<file path="config.mk">
export PLATFORM = sky130hd
export DESIGN_NAME = ls_load_align
export DESIGN_NICKNAME = d
export VERILOG_FILES = /design/src/source/ls_pkg.sv /design/src/source/ls_load_align.sv
export SDC_FILE = /design/constraint.sdc
export NUM_CORES = 1
export LEC_CHECK = 0
export BUFFER_PORTS_ARGS = -buffer_cell sky130_fd_sc_hd__buf_2
export CAP_MARGIN = 40
export CORE_ASPECT_RATIO = 1.1
export CORE_MARGIN = 8
export CORE_UTILIZATION = 33
export DETAILED_ROUTE_END_ITERATION = 8
export GPL_TIMING_DRIVEN = 0
export PLACE_DENSITY_LB_ADDON = 0.15
export SETUP_SLACK_MARGIN = 0.05
export SLEW_MARGIN = 20
export SYNTH_ARGS = -nofsm -noshare
export SYNTH_HDL_FRONTEND = slang
export SYNTH_SLANG_ARGS = --single-unit
</file>
<file path="constraint.sdc">
create_clock -name vclk -period 1.2
set_input_delay 0.18 -clock vclk [all_inputs]
set_output_delay 0.18 -clock vclk [all_outputs]
set_load 0.02 [all_outputs]
</file>
<file path="src/source/ls_pkg.sv">
/*
 * Load/store unit shared definitions
 * Address map, exception codes, access sizes and the packed
 * structs passed between the unit's blocks and the AXI4-Lite bus
 */
package ls_pkg;

    //////////////////////////////////////////////////////////////////////
    // Address map
    localparam logic [31:0] LOCAL_BASE = 32'h0000_0000;
    localparam int LOCAL_WORDS = 256;
    localparam int LOCAL_AW = $clog2(LOCAL_WORDS);
    localparam logic [31:0] PERIPH_BASE = 32'h8000_0000;
    localparam logic [31:0] PERIPH_LIMIT = 32'h8000_FFFF;

    // Queue depths
    localparam int REQ_QUEUE_DEPTH = 4;
    localparam int ATTR_QUEUE_DEPTH = 2;

    localparam int ID_W = 4;
    typedef logic [ID_W-1:0] ls_id_t;

    // Exception causes
    localparam logic [3:0] EXC_LOAD_MISALIGNED = 4'd4;
    localparam logic [3:0] EXC_LOAD_FAULT = 4'd5;
    localparam logic [3:0] EXC_STORE_MISALIGNED = 4'd6;
    localparam logic [3:0] EXC_STORE_FAULT = 4'd7;

    // Same encoding as the low two bits of fn3
    typedef enum logic [1:0] {
        SIZE_BYTE = 2'b00,
        SIZE_HALF = 2'b01,
        SIZE_WORD = 2'b10
    } ls_size_t;

    typedef enum logic {
        SUB_LOCAL = 1'b0,
        SUB_PERIPH = 1'b1
    } ls_subunit_t;

    //////////////////////////////////////////////////////////////////////
    // Request and result records
    typedef struct packed {
        logic is_store;
        logic [2:0] fn3;
        logic [31:0] rs1;
        logic [11:0] offset;
        logic [31:0] store_data;
        ls_id_t id;
    } ls_issue_t;

    typedef struct packed {
        logic [29:0] word_addr;
        logic is_store;
        logic [3:0] be;
        logic [31:0] wdata;
        ls_size_t size;
        logic is_signed;
        logic [1:0] byte_off;
        ls_subunit_t subunit;
        ls_id_t id;
    } ls_request_t;

    typedef struct packed {
        ls_size_t size;
        logic is_signed;
        logic [1:0] byte_off;
        ls_subunit_t subunit;
        ls_id_t id;
    } ls_load_attr_t;

    typedef struct packed {
        ls_id_t id;
        logic [31:0] data;
    } ls_wb_t;

    typedef struct packed {
        ls_id_t id;
        logic [3:0] code;
        logic [31:0] tval;
    } ls_exc_t;

    //////////////////////////////////////////////////////////////////////
    // AXI4-Lite channels
    typedef struct packed {
        logic awvalid;
        logic [31:0] awaddr;
        logic wvalid;
        logic [31:0] wdata;
        logic [3:0] wstrb;
        logic bready;
        logic arvalid;
        logic [31:0] araddr;
        logic rready;
    } axi_lite_req_t;

    typedef struct packed {
        logic awready;
        logic wready;
        logic bvalid;
        logic [1:0] bresp;
        logic arready;
        logic rvalid;
        logic [31:0] rdata;
        logic [1:0] rresp;
    } axi_lite_rsp_t;

endpackage

</file>
<file path="src/source/ls_load_align.sv">
/*
 * Load alignment
 * Picks the byte or halfword lane and extends it to 32 bits
 */
`timescale 1ns/1ps

module ls_load_align
    import ls_pkg::*;
(
    input ls_load_attr_t attr,
    input logic rd_valid,
    input logic [31:0] rd_data,
    output logic wb_valid,
    output ls_wb_t wb
);

    logic [7:0] byte_lane;
    logic [15:0] half_lane;

    // Halfwords are aligned, so the upper offset bit picks the lane
    assign byte_lane = rd_data[attr.byte_off*8 +: 8];
    assign half_lane = attr.byte_off[1] ? rd_data[31:16] : rd_data[15:0];

    always_comb begin
        case (attr.size)
            SIZE_BYTE: wb.data = {{24{attr.is_signed & byte_lane[7]}}, byte_lane};
            SIZE_HALF: wb.data = {{16{attr.is_signed & half_lane[15]}}, half_lane};
            default: wb.data = rd_data;
        endcase
    end

    assign wb.id = attr.id;
    assign wb_valid = rd_valid;

endmodule

</file>
After elaboration in Yosys (flattened, before gate mapping)
Index checks and enable logic that the tools add are counted.
{"block": "totals", "reg_bits": 0, "latchBits": 0, "ramBits": 0, "mem_bits_ro": 0, "inputBits": 43, "out_inout_bits": 37, "word_cells": 7, "memories": 0}
{"block": "classes", "add_sub_neg": 0, "n_mul": 0, "n_div": 0, "n_lt_le_gt_ge": 0, "eq_ne": 1, "n_shift": 1, "muxes": 2, "bitwise_logic": 2, "reduce_logical": 1}
{"cell": "$pmux W32 S2", "count": 1}
{"cell": "$shiftx A32 B6 Y8", "count": 1}
{"cell": "$mux W16", "count": 1}
{"cell": "$and A1 B1 Y1", "count": 2}
{"cell": "$eq A2 B1 Y1 const B", "count": 1}
{"cell": "$logic_not A2 Y1", "count": 1}

Logic depth before layout (Yosys ltp)
Gate-level depths: netlist of run 1.
{"block": "logic_depth", "ltp_word": 3, "mapped_depth": 6, "mapped_depth_nobuf": 4}

Worst setup path before layout of run 1
No wires, ideal clock.
{"block": "synth_path", "path_type": "in2out", "start": "input port attr[5] in the netlist's numbering", "end": "output port wb[0] in the netlist's numbering", "arrival_ns": 1.211, "required_ns": 1.020, "setup_slack_ns": -0.191, "path_stages": 5, "n_path_buf": 1, "cell_sequence": "nor2b_2 buf_2 nor2b_2 a22oi_1 o21ai_0"}
{"element": "start, declared", "line_no": "ls_load_align.sv:10", "text": "input ls_load_attr_t attr,"}
{"element": "end, declared", "line_no": "ls_load_align.sv:14", "text": "output ls_wb_t wb"}

==> results of run 1 <==
==> layer usage <==
metal  routed length [microns]  vias to the layer above  share of wire  GRT usage
li1                          -                      607              -          -
met1                      1560                      612           0.37      0.214
met2                      2440                       57           0.58      0.415
met3                       197                        4          0.047     0.0175
met4                        27                        0         0.0064     0.0350
met5                         0                        -              0          0
==> power groups by stage <==
stage               Combinational, mW  Sequential [mW]  Clock [mW]
finish                          0.963                0           0
global route                     1.01                0           0
CTS                             0.937                0           0
detailed placement              0.719                0           0
global placement                0.707                0           0
floorplan                       0.494                0           0
==> synthesized netlist by cell type, types with 3 or more instances <==
cell type	instances
a21o_1	3
a21oi_1	3
a221o_2	8
a22oi_1	4
a2bb2oi_1	3
buf_2	3
buf_4	9
clkbuf_1	3
nand2_1	55
nand2b_1	7
nor2_1	4
nor2b_1	3
o21ai_0	4
o22a_1	3
==> stage by stage <==
stage	area (sq um)	TNS (ns)	setup slack [ns]	hold WS (ns)
final	1800	-9.31	-0.389	0.578
after CTS	1790	-7.69	-0.319	0.581
after floorplan	971	-0.118	-0.0394	0.473
after global placement	1370	-9.39	-0.388	0.582
after detailed placement	1370	-10.00	-0.426	0.581
after global routing	1800	-10.07	-0.412	0.585
==> path summary, 6_finish.rpt <==
| kind | start | endpoint | slack [ns] |
|---|---|---|---|
| max | attr[5] | wb[16] | -0.39 |
| min | attr[2] | wb[34] | 0.58 |
==> repair_timing <==
| item | CTS | global route |
|---|---|---|
| resized for setup | 82 | 8 |
| pin swaps | 8 | 6 |
| gates cloned | 1 | 0 |
| buffers inserted | 11 | 0 |
| endpoints found under the setup margin | 32 | 32 |
==> final cells by class <==
type / instances / area, sq um / share of cell area
multi-input cells: 111 / 967 / 0.537
well taps: 30 / 37.5 / 0.0208
repair buffers: 84 / 654 / 0.363
plain buffers: 15 / 134 / 0.0744
inverters: 2 / 7.51 / 0.00417
==> logic make-up after synthesis <==
kind of cell	Yosys count
AO/OA/AOI/OAI	33
buffers and inverters	17
AND/OR/NAND/NOR	75
multiplexers	3
==> PnR_summary.wiki, run 1 <==
{| class="wikitable"
! Metric !! Value
|-
| Outcome || finished with violations
|-
| Violations in the final reports || negative setup slack
|-
| Global-route wire length before repair || 6.62 mm
|-
| Slew @ Worst Pin || 0.546 ns
|-
| Layout overhead on the synthesized area || 142%
|-
| Power density cells || 535 nW/um^2
|-
| Via Count || 1280
|-
| Mapped Nets || 171
|-
| Crit-path leading delay family || buffers and inverters
|-
| Per-cell routed wire length || 17.4 microns
|-
| Number of antenna violations at the first check in global routing || 0
|-
| Net switching component of the power || 495 uW
|-
| Part of the power in combinational logic || 1.000
|-
| Number of vias per cell || 5.29
|-
| End-of-flow core utilization || 0.824
|-
| Post-CTS Hold Buffers || 0
|-
| Layout cells sized above 1 || 0.693
|-
| Sequential cell area fraction in the yosys report || 0
|-
| Ports || 80
|-
| Post-synthesis average cell area || 5.81 sq um
|-
| Number of standard cells in the layout, taps in and fillers out || 242
|-
| Filler cells || 142
|-
| Sequence of cells on the critical path || buf_8 > mux2i_2 > buf_4 > a22oi_2 > nand2_4 > buf_12 > buf_12 > nand2_8 > buf_6
|-
| Area share of the largest cell type after synthesis || 0.278
|-
| Congestion Overflow GR || 0
|-
| Complex-gate fraction of the synthesized area || 0.365
|-
| Setup violators final || 32
|-
| Depth of the worst hold-timing path || 2
|-
| Final critical-path share of the clock period || 1.32
|-
| Max-slew violation total from the final report || 0
|-
| Net Sw Frac || 0.514
|-
| Effective utilization at floorplan || 0.340
|-
| Max Clock Freq || 629 MHz
|-
| Length of the first detailed-routing pass in iterations || 4
|-
| CP Capture Type || output port
|-
| Highest-count cells in the layout ignoring fill and taps || 43 x nand2_1, 41 x buf_2, 28 x buf_6
|-
| Y dimension of the die || 65.8 microns
|-
| Internal power consumption || 468 uW
|-
| Total die area || 4030 sq um
|-
| Antenna violation net count after detailed routing || 0
|-
| Largest net degree at the start of global routing || 11
|-
| Most common cell type on the critical path || buf_12
|-
| Seq cells || 0
|-
| Number of remaining DRC errors || 0
|-
| Crit path largest cell delay || 0.23 ns
|-
| Core box area || 2180 sq um
|-
| Layout clock buffers || 0
|-
| Register Area || 0 sq um
|-
| Netlist area before placement || 743 sq um
|-
| Number of antenna cells inserted || 0
|-
| Share of total power in sequential cells || 0
|-
| Worst EP required || 1.02 ns
|-
| Total placed cells including tap cells || 231
|-
| Most common library cell in the layout ignoring fill and taps || nand2_1
|-
| First-iteration detailed-routing DRC count || 36
|-
| Critical Path Fanout Max || 5
|-
| Portion of total power attributed to the clock network || 0
|-
| Cell types with the largest area share after synthesis || nand2_1 28%, a221o_2 12%, buf_4 9.1%
|-
| Count of mapped cells out of synthesis || 128
|-
| Simple-Gate Fraction of Synth Area || 0.456
|-
| Number of stages on the worst setup path || 9
|-
| Number of global-route vias before repair || 1484
|-
| Global-route usage over all layers || 0.205
|-
| Gp weighted congestion || 0.822
|-
| Xor/xnor cell area share of the yosys netlist || 0
|-
| Largest vdd supply drop || 0.000385 V
|-
| Detailed Place HPWL || 2.76 mm
|-
| Standard cell with the maximum stage delay on the critical path || a22oi_2
|-
| Max_slew headroom || 0.636
|-
| Buffer and inverter count on the worst path || 5
|-
| Cell accounting for the most synthesized area || nand2_1
|-
| Reported leakage power || 0.926 nW
|-
| Worst hold-check path type || in -> out
|-
| Drt total wl || 4.22 mm
|-
| Min Tclk post-route || 1.59 ns
|-
| Cell Rows || 18
|-
| Post-synthesis share of cell area spent on full adders, half adders and majority gates || 0
|-
| Port Buffers || 73
|-
| Chip width || 61.3 microns
|-
| Yosys warning total || 0
|-
| RSZ-0062 raised after global routing || true
|-
| Max-capacitance violation count || 0
|-
| Number of distinct library cells after synthesis || 26
|-
| Crit path setup slack, layout || -0.389 ns
|-
| Number of hold violations in the final report || 0
|-
| Number of nets in the layout || 257
|-
| Crit path arrival time || 1.41 ns
|-
| Worst setup path category || in -> out
|-
| Dominant combinational cell family by area after synthesis || simple AND/OR/NAND/NOR gates
|-
| Startpoint type of the worst setup path || primary input
|-
| Multiplexer share of the synthesized area || 0.0421
|-
| Power consumption || 963 uW
|}
Note: power is estimated with default switching activity, not from simulation.
==> inputs of run 2 (changes only) <==
REMOVE_ABC_BUFFERS = 1   (was not set)
SKIP_LAST_GASP = 1   (was not set)
==> run 2 against run 1 <==
  * Final area fell by 26%
  * The flow still finishes with violations (negative setup slack)
  * Worst hold slack worse by 0.22 ns
  * Routed wire length decreased by 28%
  * Critical path depth is 2 lower
==> PnR_summary.wiki, run 2 (synthesized netlist as in run 1, its figures left out) <==
{| class="wikitable"
! Metric !! Value
|-
| Slew @ Worst Pin || 0.393 ns (-0.154 ns)
|-
| Drt total wl || 3.03 mm (-28%)
|-
| Layout clock buffers || 0 (unchanged)
|-
| Worst EP required || 1.02 ns (about the same)
|-
| Global-route usage over all layers || 0.138 (-0.0664)
|-
| Number of antenna cells inserted || 0 (unchanged)
|-
| Ports || 80 (unchanged)
|-
| Worst hold-check path type || in -> out
|-
| Cell Rows || 18 (unchanged)
|-
| Per-cell routed wire length || 13.6 microns (-22%)
|-
| Length of the first detailed-routing pass in iterations || 4 (unchanged)
|-
| Total placed cells including tap cells || 212 (-8.2%)
|-
| Number of vias per cell || 5.09 (-3.8%)
|-
| Layout overhead on the synthesized area || 78.8%
|-
| Multi-input logic area || 726 sq um (-25%)
|-
| Crit path arrival time || 1.31 ns (-0.10 ns)
|-
| Via Count || 1135 (-11%)
|-
| Power density cells || 529 nW/um^2 (-1.2%)
|-
| Congestion Overflow GR || 0 (unchanged)
|-
| Power consumption || 702 uW (-27%)
|-
| Reported leakage power || 0.768 nW (-17%)
|-
| Max_slew headroom || 0.737 (+0.101)
|-
| Core box area || 2180 sq um (unchanged)
|-
| Crit-path leading delay family || multiplexers
|-
| Number of standard cells in the layout, taps in and fillers out || 223 (-7.9%)
|-
| Worst Setup Slack post-DPL || -0.673 ns (-0.247 ns)
|-
| Detailed Place HPWL || 2.17 mm (-21%)
|-
| Largest net degree at the start of global routing || 38 (+27)
|-
| Sequence of cells on the critical path || buf_8 > mux2i_2 > mux2_4 > nor3_4 > buf_4 > a221o_2 > buf_6
|-
| Standard cell with the maximum stage delay on the critical path || a221o_2
|-
| Most common library cell in the layout ignoring fill and taps || nand2_1
|-
| Gp weighted congestion || 0.706 (-14%)
|-
| Y dimension of the die || 65.8 microns (unchanged)
|-
| Crit path largest cell delay || 0.30 ns (+0.07 ns)
|-
| Number of global-route vias before repair || 1096 (-26%)
|-
| Post-placement cell area || 1030 sq um (-25%)
|-
| Violations in the final reports || negative setup slack
|-
| Number of antenna violations at the first check in global routing || 0 (unchanged)
|-
| Highest-count cells in the layout ignoring fill and taps || 55 x nand2_1, 49 x buf_2, 14 x buf_6, 14 x buf_4, 8 x a221o_2
|-
| Final-layout worst hold slack || 0.360 ns (-0.218 ns)
|-
| Number of hold violations in the final report || 0 (unchanged)
|-
| Seq cells || 0 (unchanged)
|-
| First-iteration detailed-routing DRC count || 44 (+22%)
|-
| Critical Path Fanout Max || 3 (-2)
|-
| Min Tclk post-route || 1.49 ns (-0.0940 ns)
|-
| End-of-flow core utilization || 0.608 (-0.216)
|-
| Worst setup path category || in -> out
|-
| Final non-filler cell area || 1330 sq um (-26%)
|-
| Number of nets in the layout || 238 (-7.4%)
|-
| Crit path setup slack, layout || -0.295 ns (+0.0940 ns)
|-
| Buffer and inverter count on the worst path || 3 (-2)
|-
| Max Clock Freq || 669 MHz (+6.3%)
|-
| RSZ-0062 raised after global routing || true
|-
| Setup violators final || 32 (unchanged)
|-
| Number of remaining DRC errors || 0 (unchanged)
|-
| Outcome || finished with violations
|-
| Max-capacitance violation count || 0 (unchanged)
|-
| Startpoint type of the worst setup path || primary input
|-
| CP Capture Type || output port
|-
| Final critical-path share of the clock period || 1.25 (-0.0783)
|-
| Port Buffers || 69 (-5.5%)
|-
| Final-layout setup total negative slack || -6.83 ns (+2.48 ns)
|-
| Layout cells sized above 1 || 0.544 (-0.149)
|-
| Max-slew violation total from the final report || 0 (unchanged)
|-
| Filler cells || 226 (+59%)
|-
| Effective utilization at floorplan || 0.340 (unchanged)
|-
| Largest vdd supply drop || 0.000321 V (-17%)
|-
| Global-route wire length before repair || 4.64 mm (-30%)
|-
| Register Area || 0 sq um (unchanged)
|-
| Chip width || 61.3 microns (unchanged)
|-
| Total die area || 4030 sq um (unchanged)
|-
| Antenna violation net count after detailed routing || 0 (unchanged)
|}
-- run 2: cell types whose count changed in the layout (fill, tap and decap cells not counted), moves of 3 or more --
cell	delta
buf_2	+8
buf_4	-8
nand2_8	-10
nand2_1	+12
nand2b_1	+3
buf_6	-14
-- run 2: where the power goes --
group | switching (mW) | internal [mW]
registers | 0 | 0
clock network | 0 | 0
logic | 0.371 | 0.332
-- run 2: worst paths after layout --
kind	startpoint	to	slack [ns]	cells past startpoint
max	attr[5]	wb[14]	-0.29	7
min	attr[0]	wb[32]	0.36	0
-- run 2: metal layers --
| metal | GRT usage | share of wire | up-vias |
|---|---|---|---|
| met5 | 0 | 0 | - |
| met4 | 0.00292 | 0.0023 | 0 |
| met3 | 0.0350 | 0.11 | 2 |
| met2 | 0.266 | 0.52 | 58 |
| met1 | 0.151 | 0.37 | 506 |
| li1 | - | - | 569 |
-- run 2: area by class of cell --
| class | count | share of cell area |
|---|---|---|
| well taps | 30 | 0.0282 |
| multi-input cells | 111 | 0.546 |
| inverters | 2 | 0.00565 |
| repair buffers | 80 | 0.420 |
-- run 2: timing repair --
action,CTS,global route
pin swaps,8,3
buffers inserted,8,3
resized for setup,56,5
setup endpoints to repair,32,32
hold buffers,0,0
