**src/source/ls_fifo.sv**
```systemverilog
/*
 * Synchronous FIFO
 * Circular buffer of any payload type, head visible without a pop
 */
`timescale 1ns/1ps

module ls_fifo #(
    parameter type payload_t = logic,
    parameter int DEPTH = 4
) (
    input logic clk,
    input logic rst,
    input logic push,
    input payload_t data_in,
    input logic pop,
    output payload_t data_out,
    output logic valid,
    output logic full
);

    payload_t entries [DEPTH];
    logic [$clog2(DEPTH)-1:0] rd_ptr;
    logic [$clog2(DEPTH)-1:0] wr_ptr;
    logic [$clog2(DEPTH):0] count;
    logic do_pop;

    assign do_pop = pop & valid;

    // Pointers wrap on their own since DEPTH is a power of two
    always_ff @(posedge clk) begin
        if (rst) begin
            rd_ptr <= '0;
            wr_ptr <= '0;
            count <= '0;
        end else begin
            if (push)
                wr_ptr <= wr_ptr + 1'b1;
            if (do_pop)
                rd_ptr <= rd_ptr + 1'b1;
            if (push & ~do_pop)
                count <= count + 1'b1;
            else if (do_pop & ~push)
                count <= count - 1'b1;
        end
    end

    always_ff @(posedge clk) begin
        if (push)
            entries[wr_ptr] <= data_in;
    end

    assign data_out = entries[rd_ptr];
    assign valid = (count != '0);
    assign full = (count == ($clog2(DEPTH) + 1)'(DEPTH));

endmodule

```
**config.mk**
```make
export PLATFORM = sky130hd
export DESIGN_NAME = ls_fifo
export DESIGN_NICKNAME = d
export VERILOG_FILES = /design/src/source/ls_fifo.sv
export SDC_FILE = /design/constraint.sdc
export NUM_CORES = 1
export LEC_CHECK = 0
export ABC_AREA = 1
export BUFFER_PORTS_ARGS = -buffer_cell sky130_fd_sc_hd__buf_2
export CAP_MARGIN = 20
export CORE_AREA = 3 3 40 42
export DETAILED_ROUTE_END_ITERATION = 8
export DIE_AREA = 0 0 43 45
export PLACE_DENSITY_LB_ADDON = 0.3
export SKIP_LAST_GASP = 1
export SLEW_MARGIN = 20
export SYNTH_ARGS = -nofsm -noshare
export SYNTH_HDL_FRONTEND = slang
export SYNTH_SLANG_ARGS = --single-unit
```
**constraint.sdc**
```tcl
create_clock -name clk -period 2.19 [get_ports clk]
set_input_delay 0.219 -clock clk [delete_from_list [all_inputs] [get_ports clk]]
set_output_delay 0.219 -clock clk [all_outputs]
set_load 0.005 [all_outputs]
```
After elaboration in Yosys (flattened, before gate mapping)
Memory sizes are Yosys's and may differ from the RTL's. A register that Yosys moved wholly into a read port is not among the register bits.
Cells that the tools add are included.
{"block": "word_totals", "ff_bits": 7, "ram_bits": 4, "in_bits": 5, "out_inout_bits": 3, "wordCells": 22, "memories": 1}
{"block": "op_classes", "n_addsub": 4, "eq_ne": 1, "muxes": 6, "bitwise_logic": 5, "n_reduce_logical": 2}
{"name": "entries", "depth": 4, "width": 1, "read_ports": 1, "rd_clocked_by_memory_dff": 1, "write_ports": 1, "line_no": "21", "rtl": "payload_t entries [DEPTH];"}
{"op": "$mux W3", "n": 2}
{"op": "$add A2 B1 Y2 const B", "n": 2}
{"op": "$mux W2", "n": 2}
{"op": "$add A3 B1 Y3 const B", "n": 1}
{"op": "$and A1 B1 Y1", "n": 3}
{"op": "$eq A3 B3 Y1 const B", "n": 1}
{"op": "$reduce_bool A3 Y1", "n": 1}
{"op": "$sub A3 B1 Y3 const B", "n": 1}
{"op": "$mux W1", "n": 2}
{"op": "$not A1 Y1", "n": 2}
{"op": "$reduce_bool A2 Y1", "n": 1}

Logic depth before layout (Yosys ltp)
Gate-level depths: netlist of the first run.
{"block": "logic_depth", "ltp_word": 5, "ltp_mapped": 12, "ltp_nobuf": 12}

Worst setup path before layout of the first run
No wires, ideal clock.
{"block": "synth_timing", "kind": "reg-to-reg", "startpoint": "register count[1]", "endpoint": "register count[2]", "setup_ns": 0.113, "arrival_ns": 1.469, "required_time_ns": 2.077, "slack_ns": 0.609, "stages_incl_launch_ff": 13, "path_buffers": 0, "synth_period_minus_slack_ns": 1.581, "path_cell_list": "dfxtp_1 > nor2_2 > nand2_2 > nand2_4 > ha_1 > inv_1 > fa_1 > inv_1 > nand2_1 > nand3_1 > nand2_1 > nand2_1 > nor2_1"}
{"block": "synth_between", "elab_chain_len": 5, "elab_cells_between_ends": 10, "classes_between": "add/sub (2); mux (2); bitwise (4); reduce/logical (2)"}
{"item": "start: declaration", "line_no": "24", "rtl": "logic [$clog2(DEPTH):0] count;"}
{"item": "start signal: assignment", "line_no": "41", "rtl": "count <= count + 1'b1;"}
{"item": "start signal: assignment", "line_no": "43", "rtl": "count <= count - 1'b1;"}
{"item": "$reduce_bool A3 Y1 (*)", "line_no": "53", "rtl": "assign valid = (count != '0);"}
{"item": "net valid", "line_no": "17", "rtl": "output logic valid,"}
{"item": "$and A1 B1 Y1 (*)", "line_no": "27", "rtl": "assign do_pop = pop & valid;"}
{"item": "$not A1 Y1", "line_no": "40", "rtl": "if (push & ~do_pop)"}
{"item": "$and A1 B1 Y1", "line_no": "40"}
{"item": "$mux W3 / $reduce_bool A2 Y1 (equally long branches)"}
The timed path passes the listed nets; every way through them passes the cells marked *. The select of a mux whose other input is x is not followed.
A chain may end at the register's enable or synchronous reset.

Final worst setup path of the first run
{"block": "layout_timing", "startpoint": "register count[1]", "endpoint": "register count[2]"}
{"block": "layout_between", "elab_chain_len": 5, "elab_cells_between_ends": 10, "classes_between": "add/sub (2); mux (2); bitwise (4); reduce/logical (2)"}
{"item": "branches (longest 5 deep; another with $sub A3 B1 Y3)"}
Parallel ways; which one is timed is not known. The select of a mux whose other input is x is not followed.

==> metrics, run 1 <==
fin crit share=76.5%; chip width=43 um; setup_tns=0 ns; HPWL after detailed placement=around 720 um; vias per cell=4.80; root buf cell=clkbuf_4; core area=around 0.0013 sq mm; cts hold-fix bufs=0; grt total ovfl=0; Worst Hold Class=primary input to register; most common cell type on the critical path=nand2_1; CTS Buffer Depth=2; required time of the critical path=2.36 ns; max-cap viol count=0; Area Overhead vs Synth=12.8%; PortBufs=7; CP max stage cell=fa_1; Slew Limit Fails=0; CP peak stage delay=around 0.37 ns; RSZ-0062 raised after global routing=no; first-pass GRT wire length=1610 um; Synth warnings=0; CP Max Fanout=4; Max VDD drop=about 580 uV; Final Skew=0.00496 ns; largest net degree at the start of global routing=8; crit-path cells=nor2_2 > nand2_2 > nand2_4 > ha_1 > inv_1 > fa_1 > inv_1 > nand2_1 > nand3_1 > nand2_1 > nand2_1 > nor2_1; Initial Util=48.8%; Setup crit start kind=register; drt total wl=between 800 and 900 um; commonest non-fill, non-tap cell in the layout=nand2_1; top cells by area, synth=dfxtp_1 29%, edfxtp_1 19%, ha_1 10%, nand2_1 9.0%, inv_1 8.4%; Data arrival, critical path=1.85 ns; element type at the critical path end=register; clk slew on worst S/H paths=0.07 ns; final hold slack=0.162 ns; vias=approximately 480; final setup violation count=0; Final Critical Period=1.68 ns; Gate Count Post-Synth=73; Yosys cell types=17; Worst-Margin Slew=between 0.2 and 0.25 ns; routability cong.=0.771; final std cells w/o fill=99; Post-Syn Area=627 sq um; PwrDens=1080 mW/mm^2; worst rel slew slack=86.1%; CTS Sinks=13; fmax=0.597 GHz; Tot GR Track Use=11.7%; Cell Rows=13; vias in the first global route=421; Yosys reg bits=13; worst skew pair latency=0.27 ns; Top Ports=8; TritonRoute pass-1 iters=4; Synth area leader=dfxtp_1; P_leak=0.000354 uW; post-CTS sizing=0; DR iter-0 viols=6; Final ANT Viol Nets=0; CTS H-tree lvls=1; critical setup path kind=register to register; Syn Area/Cell=approximately 8.6 sq um; Seq/Total Area, Yosys=roughly 48%; die area=0.00194 sq mm; Final Hold Vio Count=0; commonest cells after routing, fill and taps aside=15 x nand2_1, 14 x inv_1, 9 x dfxtp_1, 7 x buf_2, 6 x a21oi_1; Worst path top cell family by delay=simple AND/OR/NAND/NOR gates; proportion of layout cells with a drive suffix above 1=between 10% and 20%; CTS tree=built; routed wire length per instance=8.84 um; status=finished clean; top cell type's share of synthesized area=~29%; initial antenna violation count=0; antenna cells=0; Die H=45 um; WP buf/inv=2; CTS Buf Count=3; Setup Fix Bufs, Post-CTS=0; placed insts=between 90 and 100; Final #Nets=96; Syn Nets=84; DRC Markers=0
-- cells by family after synthesis --
logic type                 after synthesis  share of synthesized area [%]
xor gates and xnor gates                 1                           1.40
and+or+nand+nor                         28                           20.0
DFF                                     13                           47.9
AOI/OAI and AO/OA                       10                           8.58
buffers and inverters                   15                           8.98
adders and majority gates                6                           13.2
-- area by class of cell --
cell class | instances | area [sq um]
clock buffers | 4 | 26.3
flip-flops and latches | 13 | 300
well taps | 15 | 18.8
multi-input cells | 45 | 270
inverters | 15 | 56.3
fillers | 117 | 578
repair buffers | 7 | 35.0
-- through the flow --
| step | setup slack [ns] | instance area [sq um] | power [uW] | utilization (%) |
|---|---|---|---|---|
| 6_report | 0.514 | 707 | 760 | 55.0 |
| 5_1_grt | 0.309 | 707 | 845 | 55.0 |
| 4_1_cts | 0.503 | 707 | 772 | 55.0 |
| 3_5_place_dp | 0.511 | 681 | 632 | 53.0 |
| 3_3_place_gp | 0.541 | 681 | 620 | 53.0 |
| 2_1_floorplan | 0.609 | 627 | 555 | - |
-- synthesized netlist by cell type, drive strengths merged --
| master | number |
|---|---|
| a21oi | 6 |
| ha | 5 |
| o21ai | 3 |
| xor2 | 1 |
| inv | 15 |
| a32oi | 1 |
| dfxtp | 9 |
| nor2 | 6 |
| nand3 | 3 |
| edfxtp | 4 |
| fa | 1 |
| nand2 | 18 |
| nor3 | 1 |
-- report_power, final --
part	internal (uW)	total (uW)	switching (uW)
Sequential	300	347	47.2
Combinational	117	274	157
Clock	70.4	139	68.3
-- worst paths after layout --
kind	slack [ns]	endpoint	from	cells after the start
worst max register to register	0.51	count[2]	count[1]	12
worst min-delay path	0.16	entries[0]	data_in	1
worst min register to register	0.50	rd_ptr[1]	rd_ptr[1]	2
worst max-delay path	0.51	count[2]	count[1]	12
-- per-layer routing --
layer  track usage, %  share of wire, %  vias up
li1                 -                 -      253
met1             13.6                47      216
met2             18.0                48        6
met3             5.98               4.9        0
met4             5.42                 0        0
met5                0                 0        -
Power figures use the tool's default switching activity.
==> inputs of run 2 (changes only) <==
clock period = 1.6 ns   (was 2.19 ns; I/O delays follow)
==> run 2 against run 1 <==
Final area increased by 5.5%. Global-route usage increased by 1.2 points. Clock power up 43%. Sequential share of layout area decreased by 2.0 points. Combinational power rose by 81%. Clock-buffer cell count is the same. Core utilization is 3.0 points higher. Flip-flop and latch count did not move. Via count increased by 2.3%. Largest power group is now combinational cells.
==> metrics, run 2 (synthesis gave the netlist of run 1 again) <==
status=finished clean (unchanged); Hold EP=entries[2] (was entries[0]); first-pass GRT wire length=1700 um (was 1610 um); Area Overhead vs Synth=19.0% (was 12.8%); CTS Sinks=13 (unchanged); met3 Use GR=4.78% (was 5.98%); Post-DP Area=703 sq um (was 681 sq um); required time of the critical path=1.78 ns (was 2.36 ns); vias=486 (was 475); fin crit share=95.2% (was 76.5%); CTS Buffer Depth=2 (unchanged); CTS tree=built (unchanged); CP Max Fanout=3 (was 4); final std cells w/o fill=102 (was 99); worst flop-to-flop path startpoint=count[1] (unchanged); RSZ-0062 raised after global routing=yes (was no); commonest cells after routing, fill and taps aside=15 x nand2_1, 14 x inv_1, 8 x dfxtp_1, 7 x buf_2, 6 x a21oi_1 (was 15 x nand2_1, 14 x inv_1, 9 x dfxtp_1, 7 x buf_2, 6 x a21oi_1); Final Hold Vio Count=0 (unchanged); worst rel slew slack=89.6% (was 86.1%); Final Critical Period=1.52 ns (was 1.68 ns); Finished Cell Area=746 sq um (was 707 sq um); P_int=742 uW (was 487 uW); Final Skew=0.00239 ns (was 0.00496 ns); proportion of layout cells with a drive suffix above 1=24.1% (was 17.9%); final hold slack=0.0995 ns (was 0.162 ns); combinational group share of total power=43.1% (was 36.1%); Psw=409 uW (was 273 uW); initial antenna violation count=0 (unchanged); TritonRoute pass-1 iters=4 (unchanged); Data arrival, critical path=1.70 ns (was 1.85 ns); element type at the critical path end=register (unchanged); HPWL after detailed placement=763 um (was 722 um); worst hold stages=1 (unchanged); GRT Max-Usage Layer=met2 (unchanged); cells on worst reg2reg path=12 (unchanged); Worst Hold Class=primary input to register (unchanged); Multi-input gate area=285 sq um (was 270 sq um); CTS H-tree lvls=1 (unchanged); fmax=0.657 GHz (was 0.597 GHz); die area=0.00194 sq mm (unchanged); PwrDens=1540 mW/mm^2 (was 1080 mW/mm^2); Setup crit start kind=register (unchanged); CTS Buf Count=3 (unchanged); chip width=43 um (unchanged); clk slew on worst S/H paths=0.08 ns (was 0.07 ns); DRC Markers=0 (unchanged); Max VDD drop=673 uV (was 582 uV); P_leak=0.000369 uW (was 0.000354 uW); sw frac=35.5% (was 35.9%); commonest non-fill, non-tap cell in the layout=nand2_1 (unchanged); max-cap viol count=0 (unchanged); r2r setup slk=0.08 ns (was 0.51 ns); Tot GR Track Use=12.8% (was 11.7%); final setup violation count=0 (unchanged); Slew Limit Fails=0 (unchanged); Final ANT Viol Nets=0 (unchanged); Top Ports=8 (unchanged); grt total ovfl=0 (unchanged); register area=302 sq um (was 300 sq um); Sequential Power Share=39.7% (was 45.7%); FF-to-FF End=count[2] (unchanged); Worst-Margin Slew=0.154 ns (was 0.209 ns); Cell Rows=13 (unchanged); antenna cells=0 (unchanged); DR iter-0 viols=9 (was 6); Initial Util=48.8% (unchanged); vias per cell=4.76 (was 4.80); placed insts=98 (was 95); vias in the first global route=434 (was 421); clock power share=17.3% (was 18.3%); critical setup path kind=register to register (unchanged); Pwr Total=1150 uW (was 760 uW); Die H=45 um (unchanged); min-delay src=data_in (unchanged); routed wire length per instance=9.76 um (was 8.84 um); drt total wl=996 um (was 875 um); largest net degree at the start of global routing=8 (unchanged); grt met2 use=19.5% (was 18.0%); PortBufs=7 (unchanged); Final #Nets=99 (was 96); core area=0.00128 sq mm (unchanged); root buf cell=clkbuf_4 (unchanged); routability cong.=0.718 (was 0.771); Setup Fix Bufs, Post-CTS=0 (unchanged); worst skew pair latency=0.27 ns (about the same); met1 GRT Util=13.6% (about the same); fillers=113 (was 117)
## run 2: cell types whose count changed in the layout (fill, tap and decap cells not counted), sizes merged
cell	before	now
buf	7	10
## run 2: how the worst max path moves through the flow
stage	startpoint	endpoint	slack (ns)	cells after the start
floorplan	count[1]	count[2]	0.02	12
global placement	count[1]	count[2]	0.03	12
detailed placement	count[1]	count[2]	0.008	12
CTS	count[1]	count[2]	0.03	12
global route	count[1]	count[2]	-0.02	12
finish	count[1]	count[2]	0.08	12
## run 2: critical path, stage by stage (launching register included)
cell and delay, ns:
dfxtp_2 0.33, nor2_2 0.10, nand2_2 0.07, nand2_4 0.08
ha_4 0.13, inv_1 0.05, fa_2 0.33, inv_1 0.06
nand2_1 0.04, nand3_1 0.08, nand2_1 0.05, nand2_1 0.05
nor2_1 0.04
## run 2: repair_timing
item                       4_1_cts  5_1_grt
hold buffers                     0        0
setup endpoints to repair        1        2
resized for setup                2        3
## run 2: routing by layer
layer / part of all wire, % / wire [um] / up-vias
met3: 4.6 / 46 / 5
met5: 0 / 0 / -
met2: 48 / 475 / 9
met1: 43 / 433 / 215
li1: - / - / 257
met4: 4.0 / 40 / 0
## run 2: stage by stage
step                setup TNS [ns]  utilization [%]  setup WS (ns)
finish                           0             58.0         0.0769
global route               -0.0212             58.0        -0.0212
CTS                              0             57.2         0.0321
detailed placement               0             54.7        0.00766
global placement                 0             54.7         0.0311
floorplan                        0                -         0.0185
## run 2: cell type report
class                   count  share of cell area, %
repair buffers             10                   7.72
flip-flops and latches     13                   40.4
well taps                  15                   2.52
inverters                  15                   7.55
multi-input cells          45                   38.3
clock buffers               4                   3.52
## run 2: power groups by stage
stage / registers (uW) / logic, uW / clock network, uW
finish: 457 / 496 / 199
global route: 468 / 570 / 229
CTS: 454 / 478 / 202
detailed placement: 461 / 466 / 0
global placement: 458 / 450 / 0
floorplan: 470 / 289 / 0
==> inputs of run 3 (changes only) <==
ABC_AREA = default   (was 1)
CELL_PAD_IN_SITES_DETAIL_PLACEMENT = 0   (was default)
CELL_PAD_IN_SITES_GLOBAL_PLACEMENT = 2   (was default)
CORE_AREA = default   (was 3 3 40 42)
CORE_MARGIN = 3   (was default)
CORE_UTILIZATION = 35   (was default)
DIE_AREA = default   (was 0 0 43 45)
==> run 3 against run 2 <==
The flow now finishes with violations (negative setup slack). Area after synthesis decreased by 3.6%. Flip-flop and latch count unchanged. Combinational power decreased by 23%. Clock power about the same. Worst hold slack improved by 0.0048 ns. Sequential share of layout area increased by 0.99 points. Register-to-register slack got worse by 0.31 ns. Largest power group is now registers. Sequential power increased by 3%. Cell count decreased by 21%. Clock-buffer cell count unchanged. Die area increased by 17%. Clock skew increased by 0.0060 ns.
==> metrics, run 3 <==
Slew Limit Fails=0 (unchanged); Area Overhead vs Synth=21.9% (was 19.0%); vias in the first global route=355 (was 434); proportion of layout cells with a drive suffix above 1=38.5% (was 24.1%); top-count cell post-synth=dfxtp_1 (was nand2_1); Syn Nets=60 (was 84); Seq/Total Area, Yosys=49.7% (was 47.9%); Yosys reg bits=13 (unchanged); core area=0.00156 sq mm (was 0.00128 sq mm); met3 Use GR=5.64% (was 4.78%); Initial Util=38.8% (was 48.8%); cts hold-fix bufs=0 (unchanged); fin crit share=114% (was 95.2%); Sequential Power Share=45.0% (was 39.7%); combinational group share of total power=36.3% (was 43.1%); fillers=155 (was 113); CTS tree=built (unchanged); Top Ports=8 (unchanged); EDFF count, synth=4 (unchanged); routed wire length per instance=10.6 um (was 9.76 um); RSZ-0062 raised after global routing=yes (unchanged); Worst-Margin Slew=0.244 ns (was 0.154 ns); P_leak=0.000313 uW (was 0.000369 uW); Setup Fix Bufs, Post-CTS=0 (unchanged); element type at the critical path end=register (unchanged); Final Hold Vio Count=0 (unchanged); largest net degree at the start of global routing=9 (was 8); Finished Cell Area=737 sq um (was 746 sq um); HPWL after detailed placement=697 um (was 763 um); antenna cells=0 (unchanged); Cell Rows=14 (was 13); Psw=319 uW (was 409 uW); grt total ovfl=0 (unchanged); Setup crit start kind=register (unchanged); chip width=47.6 um (was 43 um); Gate Count Post-Synth=49 (was 73); final hold slack=0.104 ns (was 0.0995 ns); CTS H-tree lvls=1 (unchanged); DRC Markers=0 (unchanged); PwrDens=1420 mW/mm^2 (was 1540 mW/mm^2); top cell type's share of synthesized area=29.8% (was 28.7%); TritonRoute pass-1 iters=1 (was 4); top cells by area, synth=dfxtp_1 30%, edfxtp_1 20%, ha_1 10%, xor2_1 5.8%, nor2_1 4.3% (was dfxtp_1 29%, edfxtp_1 19%, ha_1 10%, nand2_1 9.0%, inv_1 8.4%); CP Max Fanout=2 (was 3); vias per cell=4.47 (was 4.76); drt total wl=858 um (was 996 um); max-cap viol count=0 (unchanged); failing checks=negative setup slack; GRT Max-Usage Layer=met2 (unchanged); Final Critical Period=1.83 ns (was 1.52 ns); worst rel slew slack=83.7% (was 89.6%); Final Skew=0.00840 ns (was 0.00239 ns); DR iter-0 viols=0 (was 9); clk slew on worst S/H paths=0.08 ns (about the same); final setup violation count=1 (was 0); vias=362 (was 486); pre-CTS setup slack=-0.228 ns (was 0.00766 ns); fmax=0.546 GHz (was 0.657 GHz); status=finished, violations left (was finished clean); required time of the critical path=1.80 ns (was 1.78 ns); P_int=730 uW (was 742 uW); PortBufs=7 (unchanged); Final #Nets=77 (was 99); FFs w/ async S/R, synth=0% (unchanged); top cells by count, synth=9 x dfxtp_1, 7 x nor2_1, 5 x ha_1 (was 15 x nand2_1, 14 x inv_1, 9 x dfxtp_1); root buf cell=clkbuf_4 (unchanged); CTS Buffer Depth=2 (unchanged); Max VDD drop=760 uV (was 673 uV); Final ANT Viol Nets=0 (unchanged); die area=0.00226 sq mm (was 0.00194 sq mm); Die H=47.6 um (was 45 um); post-layout util=47.3% (was 58.0%); initial antenna violation count=0 (unchanged); commonest cells after routing, fill and taps aside=7 x nor2_1, 7 x dfxtp_1, 7 x buf_2, 6 x buf_4 (was 15 x nand2_1, 14 x inv_1, 8 x dfxtp_1, 7 x buf_2, 6 x a21oi_1); Worst Hold Class=primary input to register (unchanged); CTS Sinks=13 (unchanged); worst skew pair latency=0.27 ns (about the same); Yosys cell types=19 (was 17); Worst Slack Setup Final=-0.230 ns (was 0.0769 ns); clock power share=18.8% (was 17.3%); Tot GR Track Use=9.49% (was 12.8%); routability cong.=0.710 (was 0.718); Main synth FF type=dfxtp_1 (unchanged); Post-Syn Area=604 sq um (was 627 sq um); first-pass GRT wire length=1440 um (was 1700 um); Synth warnings=0 (unchanged); setup_tns=-0.230 ns (was 0 ns); grt met2 use=13.6% (was 19.5%); Data arrival, critical path=2.03 ns (was 1.70 ns); sw frac=30.4% (was 35.5%); met1 GRT Util=11.8% (was 13.6%); critical setup path kind=register to register (unchanged); CTS Buf Count=3 (unchanged); Synth area leader=dfxtp_1 (unchanged); Post-DP Area=711 sq um (was 703 sq um); Syn Area/Cell=12.3 sq um (was 8.59 sq um)
run 3: cell count changes after synthesis, moves of 3 or more:
cell / change
nand3_1: -3
inv_1: -11
and2_1: +4
xor2_1: +3
a21oi_1: -5
nand2_1: -15
run 3: routing by layer:
layer / share of wire [%] / vias up
met1: 51 / 160
met2: 47 / 3
met4: 0 / 0
met3: 2.1 / 0
met5: 0 / -
li1: - / 199
run 3: kinds of logic after synthesis:
group | synth area share [%]
buffers and inverters | 2.48
muxes | 7.04
DFF | 49.7
AOI/OAI and AO/OA | 7.87
xor gates and xnor gates | 7.25
and+or+nand+nor | 12.0
adders and majority gates | 13.7
run 3: final timing paths:
check                 start         end  slack [ns]  cells after the start
hold reg to reg   rd_ptr[1]   rd_ptr[1]        0.54                      2
setup reg to reg   count[2]    count[2]       -0.23                      7
setup / recovery   count[2]    count[2]       -0.23                      7
hold / removal      data_in  entries[3]        0.10                      1
run 3: timing repair:
| action | 4_1_cts | 5_1_grt |
|---|---|---|
| endpoints found under the setup margin | 1 | 2 |
| resized for setup | 0 | 1 |
| pin swaps | 0 | 1 |
| endpoints found under the hold margin | 0 | 0 |
run 3: area by class of cell:
| class | instances | area [sq um] | area share (%) |
|---|---|---|---|
| timing repair buffer | 13 | 80.1 | 10.9 |
| tap | 16 | 20.0 | 2.72 |
| inverter | 3 | 11.3 | 1.53 |
| sequential | 13 | 305 | 41.4 |
| clock buffer | 4 | 26.3 | 3.57 |
| multi-input combinational | 32 | 294 | 39.9 |
run 3: through the flow:
stage               instances  power [uW]
floorplan                  49         724
global placement           77         860
detailed placement         77         864
CTS                        81        1070
global route               81        1140
finish                     81        1050
run 3: power groups by stage:
stage | clock [uW] | sequential (uW) | combinational, uW
global route | 222 | 481 | 439
finish | 197 | 471 | 380
floorplan | 0 | 500 | 224
detailed placement | 0 | 481 | 383
CTS | 207 | 474 | 385
global placement | 0 | 480 | 380
run 3: critical path, cell delays in order, from the launching register on:
cell     delay [ns]
dfxtp_2        0.34
o31ai_4        0.25
ha_2           0.23
inv_2          0.04
fa_2           0.32
xor2_1         0.15
or3_1          0.30
a21oi_1        0.12
